===== src/mtrPkg.sv =====
package mtrPkg;

  localparam int countWidth = 17;
  localparam int periodWidth = 12;
  // MBOX_CLK cycles per 1 MHz tick, scaled down for simulation
  localparam int tickDivide = 10;
  localparam int tickWidth = $clog2(tickDivide);
  localparam logic [tickWidth-1:0] tickLast = tickWidth'(tickDivide - 1);
  localparam int chanCount = 4;

  localparam int addrWidth = 8;
  localparam int dataWidth = 32;

  localparam logic [addrWidth-1:0] ctlAddr      = 8'h00;
  localparam logic [addrWidth-1:0] clrAddr      = 8'h04;
  localparam logic [addrWidth-1:0] intervalAddr = 8'h08;
  localparam logic [addrWidth-1:0] paRightAddr  = 8'h0C;
  localparam logic [addrWidth-1:0] paLeftAddr   = 8'h10;
  localparam logic [addrWidth-1:0] timeAddr     = 8'h14;
  localparam logic [addrWidth-1:0] eboxAddr     = 8'h18;
  localparam logic [addrWidth-1:0] cacheAddr    = 8'h1C;
  localparam logic [addrWidth-1:0] perfAddr     = 8'h20;
  localparam logic [addrWidth-1:0] intCountAddr = 8'h24;
  localparam logic [addrWidth-1:0] statusAddr   = 8'h28;

  // PI-level view of the setup word
  typedef struct packed {
    logic       eventMode;
    logic       modeDontCare;
    logic       userEn;
    logic       noPiEn;
    logic [7:0] piEn;
  } mtrPiView;

  // Channel view, low byte shared with piEn
  typedef struct packed {
    logic [2:0] spare;
    logic       chanDontCare;
    logic [7:0] chanEn;
  } mtrChanView;

  typedef union packed {
    mtrPiView   piView;
    mtrChanView chanView;
  } mtrPaSetup;

  typedef struct packed {
    logic                   acctOn;
    logic                   piAcctEn;
    logic                   execAcctEn;
    logic                   timeOn;
    logic [2:0]             pia;
    logic                   intervalOn;
    logic [periodWidth-1:0] period;
    mtrPaSetup              paSetup;
    logic                   refEn;
    logic                   fillEn;
    logic                   ewbEn;
    logic                   swbEn;
    logic                   cacheDontCare;
  } mtrConfig;

  typedef struct packed {
    logic clrTime;
    logic clrEbox;
    logic clrCache;
    logic clrPerf;
    logic clrInterval;
  } mtrClears;

  typedef struct packed {
    logic                 mbXfer;
    logic                 eboxWait;
    logic                 userMode;
    logic [2:0]           piLevel;
    logic                 cacheRef;
    logic                 cacheFill;
    logic                 eWriteback;
    logic                 sWriteback;
    logic [chanCount-1:0] chanBusy;
  } mtrEvents;

  typedef struct packed {
    logic [countWidth-1:0]  timeCount;
    logic [countWidth-1:0]  eboxCount;
    logic [countWidth-1:0]  cacheCount;
    logic [countWidth-1:0]  perfCount;
    logic [periodWidth-1:0] intervalCount;
  } mtrCounts;

  // Status bit 5 is timeWrap, bit 0 is intervalOvf
  typedef struct packed {
    logic timeWrap;
    logic eboxWrap;
    logic cacheWrap;
    logic perfWrap;
    logic intervalDone;
    logic intervalOvf;
  } mtrWraps;

endpackage


===== src/mtrAcctCounters.sv =====
`timescale 1ns/1ns
module mtrAcctCounters (
  input  logic                          MBOX_CLK,
  input  logic                          RESET,
  input  mtrPkg::mtrConfig              cfg,
  input  mtrPkg::mtrClears              clears,
  input  mtrPkg::mtrEvents              events,
  output logic [mtrPkg::countWidth-1:0] eboxCount,
  output logic [mtrPkg::countWidth-1:0] cacheCount,
  output logic                          eboxWrap,
  output logic                          cacheWrap
);

  logic acctEn;
  logic eboxEn;
  logic halfCount;

  // Interrupt level work is charged only when both enables are set
  assign acctEn = cfg.acctOn &
                  (events.userMode | (events.piLevel == 3'd0) |
                   (cfg.piAcctEn & cfg.execAcctEn));
  assign eboxEn = acctEn & ~events.eboxWait;

  always_ff @(posedge MBOX_CLK or posedge RESET) begin
    if (RESET) begin
      cacheCount <= '0;
      cacheWrap <= 1'b0;
    end else begin
      cacheWrap <= 1'b0;
      if (clears.clrCache) begin
        cacheCount <= '0;
      end else if (acctEn && events.mbXfer) begin
        cacheCount <= cacheCount + 1'b1;
        cacheWrap <= &cacheCount;
      end
    end
  end

  // EBOX counts every second enabled cycle
  always_ff @(posedge MBOX_CLK or posedge RESET) begin
    if (RESET) begin
      halfCount <= 1'b0;
      eboxCount <= '0;
      eboxWrap <= 1'b0;
    end else begin
      eboxWrap <= 1'b0;
      if (clears.clrEbox) begin
        halfCount <= 1'b0;
        eboxCount <= '0;
      end else if (eboxEn) begin
        halfCount <= ~halfCount;
        if (halfCount) begin
          eboxCount <= eboxCount + 1'b1;
          eboxWrap <= &eboxCount;
        end
      end
    end
  end

endmodule


===== src/mtrIntervalTimer.sv =====
`timescale 1ns/1ns
module mtrIntervalTimer (
  input  logic                           MBOX_CLK,
  input  logic                           RESET,
  input  logic                           tick,
  input  logic                           intervalOn,
  input  logic [mtrPkg::periodWidth-1:0] period,
  input  logic                           clrInterval,
  output logic [mtrPkg::periodWidth-1:0] intervalCount,
  output logic                           intervalDone,
  output logic                           intervalOvf
);

  logic matchInh;
  logic match;

  // Zero period never matches
  assign match = (intervalCount == period) & (period != '0) & ~matchInh;

  always_ff @(posedge MBOX_CLK or posedge RESET) begin
    if (RESET) begin
      intervalCount <= '0;
      matchInh <= 1'b1;
      intervalDone <= 1'b0;
      intervalOvf <= 1'b0;
    end else begin
      intervalDone <= 1'b0;
      intervalOvf <= 1'b0;
      if (clrInterval) begin
        intervalCount <= '0;
        matchInh <= 1'b1;
      end else if (!intervalOn) begin
        // Skip matching on the first tick after enable
        matchInh <= 1'b1;
      end else if (tick) begin
        matchInh <= 1'b0;
        if (match) begin
          intervalCount <= '0;
          intervalDone <= 1'b1;
        end else begin
          intervalCount <= intervalCount + 1'b1;
          intervalOvf <= &intervalCount;
        end
      end
    end
  end

endmodule


===== src/mtrMeter.sv =====
`timescale 1ns/1ns
module mtrMeter (
  input  logic                         MBOX_CLK,
  input  logic                         RESET,
  input  logic                         pSel,
  input  logic                         pEnable,
  input  logic                         pWrite,
  input  logic [mtrPkg::addrWidth-1:0] pAddr,
  input  logic [mtrPkg::dataWidth-1:0] pWData,
  output logic [mtrPkg::dataWidth-1:0] pRData,
  output logic                         pReady,
  output logic                         pSlvErr,
  input  mtrPkg::mtrEvents             events,
  output logic                         interruptReq,
  output logic [2:0]                   pia
);

  mtrPkg::mtrConfig cfg;
  mtrPkg::mtrClears clears;
  wire mtrPkg::mtrCounts counts;
  wire mtrPkg::mtrWraps wraps;
  logic tick;

  assign pia = cfg.pia;

  mtrRegs mtrRegs_inst (
    .MBOX_CLK     (MBOX_CLK),
    .RESET        (RESET),
    .pSel         (pSel),
    .pEnable      (pEnable),
    .pWrite       (pWrite),
    .pAddr        (pAddr),
    .pWData       (pWData),
    .counts       (counts),
    .wraps        (wraps),
    .pRData       (pRData),
    .pReady       (pReady),
    .pSlvErr      (pSlvErr),
    .cfg          (cfg),
    .clears       (clears),
    .interruptReq (interruptReq)
  );

  mtrTimeBase mtrTimeBase_inst (
    .MBOX_CLK  (MBOX_CLK),
    .RESET     (RESET),
    .timeOn    (cfg.timeOn),
    .clrTime   (clears.clrTime),
    .tick      (tick),
    .timeCount (counts.timeCount),
    .timeWrap  (wraps.timeWrap)
  );

  mtrAcctCounters mtrAcctCounters_inst (
    .MBOX_CLK   (MBOX_CLK),
    .RESET      (RESET),
    .cfg        (cfg),
    .clears     (clears),
    .events     (events),
    .eboxCount  (counts.eboxCount),
    .cacheCount (counts.cacheCount),
    .eboxWrap   (wraps.eboxWrap),
    .cacheWrap  (wraps.cacheWrap)
  );

  mtrIntervalTimer mtrIntervalTimer_inst (
    .MBOX_CLK      (MBOX_CLK),
    .RESET         (RESET),
    .tick          (tick),
    .intervalOn    (cfg.intervalOn),
    .period        (cfg.period),
    .clrInterval   (clears.clrInterval),
    .intervalCount (counts.intervalCount),
    .intervalDone  (wraps.intervalDone),
    .intervalOvf   (wraps.intervalOvf)
  );

  mtrPerfCounter mtrPerfCounter_inst (
    .MBOX_CLK  (MBOX_CLK),
    .RESET     (RESET),
    .cfg       (cfg),
    .clrPerf   (clears.clrPerf),
    .events    (events),
    .perfCount (counts.perfCount),
    .perfWrap  (wraps.perfWrap)
  );

endmodule


===== src/mtrPerfCounter.sv =====
`timescale 1ns/1ns
module mtrPerfCounter (
  input  logic                          MBOX_CLK,
  input  logic                          RESET,
  input  mtrPkg::mtrConfig              cfg,
  input  logic                          clrPerf,
  input  mtrPkg::mtrEvents              events,
  output logic [mtrPkg::countWidth-1:0] perfCount,
  output logic                          perfWrap
);

  logic modeMatch;
  logic piMatch;
  logic cacheMatch;
  logic chanMatch;
  logic qual;
  logic qualPrev;
  logic countEn;

  assign modeMatch = (events.userMode == cfg.paSetup.piView.userEn) |
                     cfg.paSetup.piView.modeDontCare;

  // Level zero uses its own enable bit
  assign piMatch = (events.piLevel == 3'd0) ? cfg.paSetup.piView.noPiEn :
                   cfg.paSetup.piView.piEn[events.piLevel];

  assign cacheMatch = (events.eboxWait &
                       ((cfg.refEn & events.cacheRef) |
                        (cfg.fillEn & events.cacheFill) |
                        (cfg.ewbEn & events.eWriteback) |
                        (cfg.swbEn & events.sWriteback))) |
                      cfg.cacheDontCare;

  // Same low bits as piEn, read as channel enables
  assign chanMatch = (|(cfg.paSetup.chanView.chanEn[mtrPkg::chanCount-1:0] &
                        events.chanBusy)) |
                     cfg.paSetup.chanView.chanDontCare;

  assign qual = modeMatch & piMatch & cacheMatch & chanMatch;

  // Event mode counts rising edges, duration mode counts cycles
  assign countEn = cfg.paSetup.piView.eventMode ? (qual & ~qualPrev) : qual;

  always_ff @(posedge MBOX_CLK or posedge RESET) begin
    if (RESET) begin
      qualPrev <= 1'b0;
      perfCount <= '0;
      perfWrap <= 1'b0;
    end else begin
      qualPrev <= qual;
      perfWrap <= 1'b0;
      if (clrPerf) begin
        perfCount <= '0;
      end else if (countEn) begin
        perfCount <= perfCount + 1'b1;
        perfWrap <= &perfCount;
      end
    end
  end

endmodule


===== src/mtrRegs.sv =====
`timescale 1ns/1ns
module mtrRegs (
  input  logic                          MBOX_CLK,
  input  logic                          RESET,
  input  logic                          pSel,
  input  logic                          pEnable,
  input  logic                          pWrite,
  input  logic [mtrPkg::addrWidth-1:0]  pAddr,
  input  logic [mtrPkg::dataWidth-1:0]  pWData,
  input  mtrPkg::mtrCounts              counts,
  input  mtrPkg::mtrWraps               wraps,
  output logic [mtrPkg::dataWidth-1:0]  pRData,
  output logic                          pReady,
  output logic                          pSlvErr,
  output mtrPkg::mtrConfig              cfg,
  output mtrPkg::mtrClears              clears,
  output logic                          interruptReq
);

  logic       access;
  logic       writeEn;
  logic       addrValid;
  logic [5:0] clearMask;
  logic [5:0] statusFlags;
  logic       irqPending;

  assign access = pSel & pEnable;
  assign writeEn = access & pWrite;
  assign pReady = 1'b1;
  assign pSlvErr = access & ~addrValid;

  // Write-1-to-clear mask for the status flags
  assign clearMask = (writeEn && pAddr == mtrPkg::statusAddr) ? pWData[5:0] : 6'b0;

  always_comb begin
    pRData = '0;
    addrValid = 1'b1;
    case (pAddr)
      mtrPkg::ctlAddr:
        pRData[7:0] = {cfg.intervalOn, cfg.pia, cfg.timeOn,
                       cfg.execAcctEn, cfg.piAcctEn, cfg.acctOn};
      mtrPkg::clrAddr:
        pRData = '0;
      mtrPkg::intervalAddr:
        pRData[mtrPkg::periodWidth-1:0] = cfg.period;
      mtrPkg::paRightAddr:
        pRData[11:0] = cfg.paSetup;
      mtrPkg::paLeftAddr:
        pRData[4:0] = {cfg.cacheDontCare, cfg.swbEn, cfg.ewbEn, cfg.fillEn, cfg.refEn};
      mtrPkg::timeAddr:
        pRData[mtrPkg::countWidth-1:0] = counts.timeCount;
      mtrPkg::eboxAddr:
        pRData[mtrPkg::countWidth-1:0] = counts.eboxCount;
      mtrPkg::cacheAddr:
        pRData[mtrPkg::countWidth-1:0] = counts.cacheCount;
      mtrPkg::perfAddr:
        pRData[mtrPkg::countWidth-1:0] = counts.perfCount;
      mtrPkg::intCountAddr:
        pRData[mtrPkg::periodWidth-1:0] = counts.intervalCount;
      mtrPkg::statusAddr:
        pRData[5:0] = statusFlags;
      default:
        addrValid = 1'b0;
    endcase
  end

  always_ff @(posedge MBOX_CLK or posedge RESET) begin
    if (RESET) begin
      cfg <= '0;
      clears <= '0;
    end else begin
      // Strobes last one cycle
      clears <= '0;
      if (writeEn) begin
        case (pAddr)
          mtrPkg::ctlAddr: begin
            cfg.acctOn <= pWData[0];
            cfg.piAcctEn <= pWData[1];
            cfg.execAcctEn <= pWData[2];
            cfg.timeOn <= pWData[3];
            cfg.pia <= pWData[6:4];
            cfg.intervalOn <= pWData[7];
          end
          mtrPkg::clrAddr: begin
            clears.clrTime <= pWData[0];
            clears.clrEbox <= pWData[1];
            clears.clrCache <= pWData[2];
            clears.clrPerf <= pWData[3];
            clears.clrInterval <= pWData[4];
          end
          mtrPkg::intervalAddr:
            cfg.period <= pWData[mtrPkg::periodWidth-1:0];
          mtrPkg::paRightAddr:
            cfg.paSetup <= pWData[11:0];
          mtrPkg::paLeftAddr: begin
            cfg.refEn <= pWData[0];
            cfg.fillEn <= pWData[1];
            cfg.ewbEn <= pWData[2];
            cfg.swbEn <= pWData[3];
            cfg.cacheDontCare <= pWData[4];
          end
          default: begin
            // Count, status and unmapped addresses hold no config
            cfg <= cfg;
          end
        endcase
      end
    end
  end

  // A new wrap in the same cycle beats the clear
  always_ff @(posedge MBOX_CLK or posedge RESET) begin
    if (RESET) begin
      statusFlags <= '0;
      irqPending <= 1'b0;
    end else begin
      statusFlags <= (statusFlags & ~clearMask) | wraps;
      irqPending <= |statusFlags;
    end
  end

  // No PI assignment means no request
  assign interruptReq = irqPending & (|cfg.pia);

endmodule


===== src/mtrTimeBase.sv =====
`timescale 1ns/1ns
module mtrTimeBase (
  input  logic                          MBOX_CLK,
  input  logic                          RESET,
  input  logic                          timeOn,
  input  logic                          clrTime,
  output logic                          tick,
  output logic [mtrPkg::countWidth-1:0] timeCount,
  output logic                          timeWrap
);

  logic [mtrPkg::tickWidth-1:0] prescale;

  assign tick = prescale == mtrPkg::tickLast;

  // Free-running prescaler, restarted by a time clear
  always_ff @(posedge MBOX_CLK or posedge RESET) begin
    if (RESET) begin
      prescale <= '0;
    end else if (clrTime || tick) begin
      prescale <= '0;
    end else begin
      prescale <= prescale + 1'b1;
    end
  end

  always_ff @(posedge MBOX_CLK or posedge RESET) begin
    if (RESET) begin
      timeCount <= '0;
      timeWrap <= 1'b0;
    end else begin
      timeWrap <= 1'b0;
      if (clrTime) begin
        timeCount <= '0;
      end else if (tick && timeOn) begin
        timeCount <= timeCount + 1'b1;
        timeWrap <= &timeCount;
      end
    end
  end

endmodule


===== config.mk =====
export PLATFORM = sky130hd
export DESIGN_NAME = mtrMeter
export DESIGN_NICKNAME = d
export VERILOG_FILES = /design/src/mtrPkg.sv /design/src/mtrAcctCounters.sv /design/src/mtrIntervalTimer.sv /design/src/mtrMeter.sv /design/src/mtrPerfCounter.sv /design/src/mtrRegs.sv /design/src/mtrTimeBase.sv
export SDC_FILE = /design/constraint.sdc
export NUM_CORES = 1
export LEC_CHECK = 0
export BUFFER_PORTS_ARGS = -buffer_cell sky130_fd_sc_hd__clkbuf_2
export CAP_MARGIN = 20
export CELL_PAD_IN_SITES_DETAIL_PLACEMENT = 0
export CELL_PAD_IN_SITES_GLOBAL_PLACEMENT = 1
export CORE_UTILIZATION = 33
export DETAILED_ROUTE_END_ITERATION = 6
export PLACE_DENSITY_LB_ADDON = 0.05
export SLEW_MARGIN = 25
export SYNTH_ARGS = -nofsm -noshare
export SYNTH_HDL_FRONTEND = slang
export SYNTH_SLANG_ARGS = --single-unit

===== constraint.sdc =====
create_clock -name MBOX_CLK -period 4.7 [get_ports MBOX_CLK]
set_input_delay 0.47 -clock MBOX_CLK [delete_from_list [all_inputs] [get_ports MBOX_CLK]]
set_output_delay 0.47 -clock MBOX_CLK [all_outputs]
set_load 0.01 [all_outputs]

==> reports/metrics.csv, run 1 <==
stage,metric,value,unit
floorplanning,num_rows,56,
clocking,numClockSinks,142,
synth,synth_adder_area_share,0.0171,
timing,slew_headroom,0.340,
routing,drtIter0Drc,519,
setup_path,cpPeakStageDelay,0.79,ns
setup_path,critical_path_class,in -> out,
grt,grt_pass1_vias,6529,
setup_path,crit_cells,7,
place,hpwl,19.7,mm
routing,wl_per_cell,22.3,um
synth,synth_edf_count,0,
timing,rsz0062_at_grt,no,
routing,drc,0,
synth,async_flop_share,1.00,
floorplanning,ioPinCount,97,
synth,synthMuxAreaShare,0.0903,
clocking,cts_buffers,17,
floorplanning,dieArea,25000,um2
setup_path,cp_data_required_time,4.23,ns
routing,viasPerCell,5.54,
hold_path,min_path_type,in -> async,
grt,antenna_found_initial,0,
synth,synth_seq_cells,142,
setup_path,path_cells,clkbuf_2 > nor2_1 > nand2_1 > nor2_1 > a222oi_1 > nand4_1 > clkbuf_2,
floorplanning,die_w,158,um
synth,ys_types,68,
setup_path,reg2regPathDepth,5,
timing,hold_viol_final,0,
grt,grt_max_degree,105,
clocking,htreeDepth,4,
cells_and_area,drive_gt1_frac,0.151,
clocking,post_cts_buffers,0,
synth,synth-compound-area-share,0.121,
synth,syn-instance-count,808,
floorplanning,core_area,23700,um2
power,vdd_drop_max,0.137,mV
power,leakagePower,4.18,nW
cells_and_area,final_core_util,0.386,
clocking,clkSlewWorstSetupHoldPaths,0.06,ns
power,combPwrFrac,0.061,
timing,period_needed,3.13,ns
clocking,ctsResizeCount,0,
timing,fin_skew,0.00869,ns
power,p_clk_frac,0.492,
run_status,outcome,completed,
synth,synth-seq-area-share,0.442,
run,max_cap_viol_count,0,
setup_path,reg2reg_from,mtrIntervalTimer_inst.intervalCount[8],
synth,synthesis.area,8050,um2
power,cell_internal_pwr,2.15,mW
place,io_buffers,60,
timing,slew_violations,0,
power,p_switching,0.692,mW
clocking,worstSkewPairLatency,0.43,ns
setup_path,r2r_slack,2.22,ns
clocking,tritoncts,built,
synth,synth_xor_area_frac,0.0620,
setup_path,reg2reg_to,mtrIntervalTimer_inst.intervalCount[7],
setup_path,path_delay_family,simple AND/OR/NAND/NOR gates,
timing,finalSetupTns,0,ns
setup_path,cp-end-kind,output port,
synth,ys_warn_count,0,
timing,fin_crit_sh,0.667,
synth,synth_top_family_by_area,simple AND/OR/NAND/NOR gates,
setup_path,critPathBufInv,2,
timing,setup_viol,0,
setup_path,slowest_stage,nor2_1,
cells_and_area,finalNetCount,923,
power,swShare,0.243,
routing,routed_wirelength,26.4,mm
setup_path,critPathArrivalTime,2.66,ns
grt,grt_pass1_wl,41.0,mm
timing,timing.fmax,319,MHz
setup_path,cp_max_fo,11,
clocking,cts-root-buf,clkbuf_16,
power,powerDensity,311,nW/um2
routing,drt_pass1_iterations,6,
cells_and_area,insertedDiodeCount,0,
clocking,cts_buffer_depth,2,
setup_path,startpoint_type,primary input,
setup_path,worstSetupStartpoint,pAddr[7],
cells_and_area,syn_to_final_growth,13.6,%
power,seqPwrFrac,0.447,
routing,ant_nets,0,
timing,worst_pin_slew,0.982,ns
place,gp_congestion,0.868,
clocking,hold_buffers,0,
floorplanning,die_h,158,um
synth,synthSimpleGateAreaFrac,0.223,
synth,syn_avg_cell_area,9.96,um2
routing,vias,6554,
setup_path,cp-endpoint,pRData[11],
synth,synth_flop_cell,dfrtp_1,
grt,globalRouteOverflowTotal,0,
grt,grt_use_total,0.225,
floorplanning,start_util,0.340,
[flip-flops by register name, summed over array words and instances, names as in the netlist]
| register | cells |
|---|---|
| mtrRegs_inst.cfg | 37 |
| mtrAcctCounters_inst.cacheCount | 17 |
| mtrAcctCounters_inst.eboxCount | 17 |
| mtrPerfCounter_inst.perfCount | 17 |
| mtrTimeBase_inst.timeCount | 17 |
| mtrIntervalTimer_inst.intervalCount | 12 |
| mtrRegs_inst.statusFlags | 6 |
| mtrRegs_inst.clears | 5 |
| mtrTimeBase_inst.prescale | 4 |
| mtrAcctCounters_inst.cacheWrap | 1 |
| mtrAcctCounters_inst.eboxWrap | 1 |
| mtrAcctCounters_inst.halfCount | 1 |
| mtrIntervalTimer_inst.intervalDone | 1 |
| mtrIntervalTimer_inst.intervalOvf | 1 |
| mtrIntervalTimer_inst.matchInh | 1 |
| mtrPerfCounter_inst.perfWrap | 1 |
| mtrPerfCounter_inst.qualPrev | 1 |
| mtrRegs_inst.irqPending | 1 |
| mtrTimeBase_inst.timeWrap | 1 |
[power by group through the flow]
stage               clock network, mW  logic, mW  registers [mW]
global placement                    0      0.173            1.29
finish                           1.40      0.173            1.27
CTS                              1.43      0.176            1.27
detailed placement                  0      0.176            1.29
global route                     1.48      0.197            1.27
floorplan                           0      0.123            1.28
[synth_stat cells, types with 9 or more instances]
cell,n,area (um2)
clkbuf_1,24,90.1
o21ai_0,9,45.0
buf_4,20,150
nor2b_1,12,75.1
mux2_1,38,428
nor3_1,16,80.1
ha_1,11,138
and4_1,10,87.6
xor2_1,39,342
inv_1,11,41.3
nand4_1,26,163
and2_1,12,75.1
nand3_1,41,205
nor2_1,81,304
a21oi_1,21,105
xnor2_1,18,158
nand2_1,82,308
a22oi_1,32,240
a222oi_1,9,90.1
dfrtp_1,141,3530
and3_1,12,75.1
[worst min-delay path by stage]
stage / slack [ns] / to / cells after the start
floorplan: 0.40 / mtrRegs_inst.statusFlags[0] / 1
global placement: 0.42 / mtrRegs_inst.statusFlags[5] / 1
detailed placement: 0.42 / mtrRegs_inst.statusFlags[1] / 1
CTS: 0.26 / mtrRegs_inst.cfg[25] / 2
global route: 0.26 / mtrRegs_inst.cfg[25] / 2
finish: 0.14 / mtrTimeBase_inst.prescale[0] / 2
[stage by stage]
step	area [um2]	std cells	hold slack [ns]	total power [mW]	setup WS (ns)
floorplan	8100	822	0.404	1.41	0.422
global placement	8540	1153	0.420	1.46	1.67
detailed placement	8540	1153	0.424	1.47	1.64
CTS	9130	1184	0.255	2.88	1.66
global route	9140	1184	0.264	2.95	1.47
finish	9140	1184	0.136	2.84	1.57
[logic make-up (layout without fill, tap and decap cells)]
logic type,Yosys count,count (layout)
adders and majority gates,11,11
buffers and inverters,65,108
other,2,16
muxes,58,58
AOI/OAI and AO/OA,126,126
and+or+nand+nor,347,347
DFF,142,142
xor gates and xnor gates,57,57
[layer usage]
layer	up-vias	track usage	part of all wire
li1	3003	-	-
met2	190	0.369	0.49
met4	0	0.0678	0.019
met1	3332	0.306	0.45
met5	-	0	0
met3	29	0.0312	0.043
[cell usage in the layout (no fill, tap or decap), types with 8 or more instances in the layout]
| cell | count |
|---|---|
| clkbuf_2 | 60 |
| nand2_1 | 82 |
| and4_1 | 10 |
| nor3_1 | 16 |
| o21ai_0 | 9 |
| a21oi_1 | 20 |
| ha_1 | 11 |
| nor2b_1 | 12 |
| and2_1 | 12 |
| a222oi_1 | 9 |
| nand2b_1 | 8 |
| a22oi_1 | 32 |
| clkbuf_16 | 17 |
| xnor2_1 | 18 |
| or3_1 | 8 |
| and3_1 | 12 |
| xor2_1 | 39 |
| nand4_1 | 26 |
| conb_1 | 16 |
| nand3_1 | 41 |
| inv_1 | 10 |
| mux2_1 | 38 |
| nor2_1 | 81 |
| o21ai_1 | 8 |
| mux2_4 | 8 |
| dfrtp_1 | 141 |
[area by class of cell]
type | count | area, um2
Tap cell | 319 | 399
Timing Repair Buffer | 66 | 345
Clock inverter | 10 | 140
Multi-Input combinational cell | 615 | 4200
Inverter | 11 | 48.8
Sequential cell | 142 | 3550
Clock buffer | 21 | 450
Fill cell | 2442 | 14500
No activity file was read; power rests on OpenSTA's default activity.
==> run 2: changes to the inputs <==
==> constraint.sdc (replaced) <==
create_clock -name MBOX_CLK -period 3.2 [get_ports MBOX_CLK]
set_input_delay 0.32 -clock MBOX_CLK [delete_from_list [all_inputs] [get_ports MBOX_CLK]]
set_output_delay 0.32 -clock MBOX_CLK [all_outputs]
set_load 0.01 [all_outputs]
==> reports/metrics.csv, run 2 (synthesis gave the netlist of run 1 again) <==
stage,metric,value,unit
run_status,outcome,completed,
timing,hold_viol_final,0,
power,vdd_drop_max,0.337,mV
grt,grt_max_degree,143,
floorplanning,ioPinCount,97,
routing,wl_per_cell,22.1,um
routing,routed_wirelength,26.3,mm
timing,timing.fmax,390,MHz
timing,slew_headroom,0.433,
timing,rsz0062_at_grt,no,
cells_and_area,final_cells,1192,
clocking,hold_buffers,0,
clocking,numClockSinks,142,
grt,globalRouteOverflowTotal,0,
floorplanning,die_w,158,um
floorplanning,core_area,23700,um2
setup_path,cp_max_fo,12,
power,seqPwrFrac,0.429,
grt,grt_pass1_vias,6332,
routing,wl_met2,12.6,mm
routing,vias,6520,
place,gp_congestion,0.842,
place,io_buffers,60,
cells_and_area,largest_reg_flops,37,
power,cell_internal_pwr,3.34,mW
power,p_switching,1.01,mW
setup_path,critical_path_class,in -> out,
place,placed_cells_incl_taps,1162,
setup_path,critPathArrivalTime,2.24,ns
cells_and_area,insertedDiodeCount,0,
setup_path,cp-end-kind,output port,
timing,fin_skew,0.0135,ns
power,leakagePower,4.26,nW
timing,fin_crit_sh,0.801,
floorplanning,start_util,0.340,
routing,highest_layer,met4,
clocking,cts_buffer_depth,2,
floorplanning,die_h,158,um
routing,drc,0,
cells_and_area,syn_to_final_growth,15.1,%
routing,drtIter0Drc,567,
hold_path,min_path_type,in -> async,
cells_and_area,finalNetCount,932,
clocking,post_cts_buffers,0,
timing,worst_pin_slew,0.851,ns
routing,dr_wl_met3,1.09,mm
power,swShare,0.232,
routing,met1Wirelength,12.2,mm
grt,antenna_found_initial,0,
power,combPwrFrac,0.059,
grt,grt_pass1_wl,39.9,mm
place,hpwl,19.6,mm
run,max_cap_viol_count,0,
clocking,clkSlewWorstSetupHoldPaths,0.06,ns
cells_and_area,drive_gt1_frac,0.160,
routing,ant_nets,0,
clocking,worstSkewPairLatency,0.43,ns
clocking,tritoncts,built,
floorplanning,dieArea,25000,um2
power,powerDensity,469,nW/um2
cells_and_area,regMostFlops,mtrRegs_inst.cfg,
cells_and_area,final_core_util,0.391,
cells_and_area,final_cell_mix,"dfrtp_1 (141), nand2_1 (82), nor2_1 (81), clkbuf_2 (60), nand3_1 (41)",
power,p_clk_frac,0.513,
setup_path,cp_data_required_time,2.88,ns
routing,viasPerCell,5.47,
clocking,cts-root-buf,clkbuf_16,
setup_path,startpoint_type,primary input,
timing,period_needed,2.56,ns
clocking,cts_buffers,17,
cells_and_area,final_common_cell,dfrtp_1,
cells_and_area,nFillCells,2415,
routing,drt_pass1_iterations,5,
timing,slew_violations,0,
timing,holdWs,0.129,ns
timing,finalSetupTns,0,ns
clocking,ctsResizeCount,0,
timing,setup_viol,0,
grt,grt_use_total,0.222,
floorplanning,num_rows,56,
clocking,htreeDepth,4,
power,p_total,4.35,mW
[run 2: path summary, 6_finish.rpt]
check                                              startpoint                              to  slack [ns]  depth (start not counted)
max reg2reg                      mtrTimeBase_inst.prescale[0]  mtrTimeBase_inst.timeCount[10]        0.91                          7
min reg2reg                mtrIntervalTimer_inst.intervalDone     mtrRegs_inst.statusFlags[1]        0.42                          1
max                                                  pAddr[1]                      pRData[10]        0.64                          7
min in group MBOX_CLK                               pWData[9]            mtrRegs_inst.cfg[14]        0.15                          2
max in group asynchronous                               RESET            mtrRegs_inst.cfg[26]        2.49                          3
min                                                     RESET   mtrTimeBase_inst.timeCount[1]        0.13                          3
[run 2: worst max-delay path, stage by stage]
cell and delay, ns:
clkbuf_2 0.14, nor4_2 0.57, and3_1 0.65, buf_4 0.23, nand2_1 0.06, nand4_1 0.11, clkbuf_2 0.15
[run 2: area by class of cell]
type / count / area [um2] / share of cell area
Multi-Input combinational cell: 615 / 4200 / 0.453
Sequential cell: 142 / 3550 / 0.384
Clock buffer: 20 / 457 / 0.0493
Timing Repair Buffer: 75 / 425 / 0.0459
Tap cell: 319 / 399 / 0.0431
Clock inverter: 10 / 188 / 0.0203
Inverter: 11 / 45.0 / 0.00486
[run 2: power by group through the flow]
| stage | Sequential (mW) | Clock (mW) | Combinational, mW |
|---|---|---|---|
| 6_report | 1.86 | 2.23 | 0.255 |
| 5_1_grt | 1.87 | 2.34 | 0.291 |
| 4_1_cts | 1.86 | 2.27 | 0.260 |
| 3_5_place_dp | 1.90 | 0 | 0.258 |
| 3_3_place_gp | 1.90 | 0 | 0.254 |
| 2_1_floorplan | 1.89 | 0 | 0.181 |
[run 2: layer usage]
metal | GRT usage | vias up
li1 | - | 3010
met1 | 0.303 | 3314
met2 | 0.363 | 180
met3 | 0.0430 | 16
met4 | 0.0490 | 0
met5 | 0 | -
[run 2: per-stage QoR]
stage	instance area, um2	setup slack [ns]
after floorplan	8100	1.10
after global placement	8620	0.602
after detailed placement	8620	0.609
after CTS	9270	0.612
after global routing	9270	0.484
final	9270	0.638
==> run 3: changes to the inputs <==
==> constraint.sdc (replaced) <==
create_clock -name MBOX_CLK -period 2.7 [get_ports MBOX_CLK]
set_input_delay 0.27 -clock MBOX_CLK [delete_from_list [all_inputs] [get_ports MBOX_CLK]]
set_output_delay 0.27 -clock MBOX_CLK [all_outputs]
set_load 0.01 [all_outputs]
==> reports/metrics.csv, run 3 (synthesis gave the netlist of run 1 again) <==
stage,metric,value,unit
hold_path,hold_path_depth,2,
setup_path,critical_path_class,reg -> out,
cells_and_area,final_common_cell,dfrtp_1,
cells_and_area,regMostFlops,mtrRegs_inst.cfg,
setup_path,reg2regPathDepth,5,
power,powerDensity,518,nW/um2
timing,setup_viol,0,
timing,fin_skew,0.00844,ns
power,leakagePower,4.28,nW
hold_path,min_path_type,in -> reg,
timing,timing.fmax,416,MHz
setup_path,slowest_stage,mux4_2,
clocking,numClockSinks,142,
power,vdd_drop_max,0.340,mV
grt,globalRouteOverflowTotal,0,
routing,drc,0,
routing,ant_nets,0,
place,gp_congestion,0.877,
timing,period_needed,2.40,ns
place,dpl-instance-area,8720,um2
cells_and_area,finalNetCount,945,
routing,drt_pass1_iterations,5,
routing,drtIter0Drc,506,
place,hpwl,20.1,mm
setup_path,cpPeakStageDelay,0.57,ns
timing,fin_crit_sh,0.890,
clocking,cts_buffer_depth,2,
hold_path,min_from,pWData[9],
routing,wl_per_cell,22.0,um
floorplanning,num_rows,56,
floorplanning,die_w,158,um
grt,grt_pass1_vias,6617,
setup_path,cp_data_required_time,2.43,ns
clocking,hold_buffers,1,
run,max_cap_viol_count,0,
setup_path,r2r_slack,0.51,ns
place,io_buffers,60,
grt,grt_max_degree,66,
floorplanning,start_util,0.340,
timing,worst_pin_slew,0.947,ns
setup_path,reg2reg_from,mtrRegs_inst.cfg[8],
floorplanning,die_h,158,um
cells_and_area,drive_gt1_frac,0.172,
timing,holdWs,0.102,ns
routing,vias,6539,
floorplanning,dieArea,25000,um2
setup_path,critPathArrivalTime,2.13,ns
floorplanning,core_area,23700,um2
hold_path,min_to,mtrRegs_inst.cfg[14],
setup_path,reg2reg_to,mtrPerfCounter_inst.perfCount[0],
cells_and_area,fin_area,9290,um2
clocking,cts_buffers,17,
clocking,clkSlewWorstSetupHoldPaths,0.06,ns
clocking,cts-root-buf,clkbuf_16,
cells_and_area,largest_reg_flops,37,
cells_and_area,insertedDiodeCount,0,
setup_path,cp-end-kind,output port,
setup_path,startpoint_type,flip-flop,
grt,antenna_found_initial,0,
timing,finalSetupTns,0,ns
timing,rsz0062_at_grt,no,
timing,hold_viol_final,0,
routing,viasPerCell,5.43,
run_status,outcome,completed,
timing,slew_violations,0,
cells_and_area,syn_to_final_growth,15.4,%
clocking,ctsResizeCount,0,
clocking,post_cts_buffers,0,
clocking,htreeDepth,4,
timing,slew_headroom,0.369,
cells_and_area,final_cell_mix,"dfrtp_1 (141), nand2_1 (82), nor2_1 (81), clkbuf_2 (60), nand3_1 (41)",
setup_path,path_cells,mux4_2 > a222oi_1 > nand3_1 > clkbuf_2,
clocking,tritoncts,built,
floorplanning,ioPinCount,97,
routing,routed_wirelength,26.5,mm
setup_path,cp_max_fo,5,
clocking,worstSkewPairLatency,0.42,ns
grt,grt_use_total,0.225,
grt,grt_pass1_wl,40.4,mm
-- run 3: changes by cell type in the layout (fill, tap and decap cells not counted) --
cell / previous run / this run
bufinv_16: 5 / 2
buf_12: 1 / 2
dlygate4sd3_1: 0 / 1
buf_4: 14 / 25
clkinvlp_4: 3 / 5
clkbuf_8: 2 / 0
clkinv_2: 1 / 5
clkinv_4: 2 / 1
-- run 3: cell type report --
type | count | area (um2)
Clock buffer | 18 | 429
Clock inverter | 12 | 124
Fill cell | 2382 | 14400
Inverter | 11 | 45.0
Multi-Input combinational cell | 615 | 4200
Sequential cell | 142 | 3550
Tap cell | 319 | 399
Timing Repair Buffer | 88 | 538
-- run 3: worst max-delay path: cells and delay by family, from the launching register on --
kind | cells | cell delay [ns]
muxes | 1 | 0.57
DFF | 1 | 0.46
AOI/OAI and AO/OA | 1 | 0.32
buffers and inverters | 1 | 0.19
and+or+nand+nor | 1 | 0.18
-- run 3: per-layer routing --
layer  GRT usage  vias up  wire length, um  share of wire
li1            -     3043                -              -
met3      0.0391       35             1110          0.042
met1       0.301     3279            12200           0.46
met4      0.0774        0              667          0.025
met5           0        -                0              0
met2       0.363      182            12500           0.47
-- run 3: how the worst max path moves through the flow --
stage | start | endpoint | slack (ns) | depth (start not counted)
final | mtrAcctCounters_inst.eboxCount[2] | pRData[2] | 0.30 | 4
after global routing | mtrAcctCounters_inst.eboxCount[2] | pRData[2] | 0.21 | 4
after CTS | mtrAcctCounters_inst.eboxCount[2] | pRData[2] | 0.27 | 4
after detailed placement | events[9] | mtrPerfCounter_inst.perfCount[0] | 0.45 | 6
after global placement | pAddr[5] | pRData[2] | 0.44 | 8
after floorplan | RESET | mtrAcctCounters_inst.cacheCount[0] | 0.65 | 1
-- run 3: metrics by stage --
step / util / total power, mW / cells / worst slack, ns
final: 0.392 / 4.81 / 1205 / 0.296
after global routing: 0.392 / 5.01 / 1205 / 0.209
after global placement: 0.368 / 2.56 / 1174 / 0.438
after floorplan: - / 2.45 / 822 / 0.654
after CTS: 0.392 / 4.87 / 1205 / 0.273
after detailed placement: 0.368 / 2.57 / 1174 / 0.453
-- run 3: where the power goes --
group	switching (mW)	leakage [nW]	internal [mW]
sequential	0.0457	1.96	2.17
clock	0.937	0.263	1.34
combinational	0.202	2.06	0.119
total	1.18	4.28	3.63
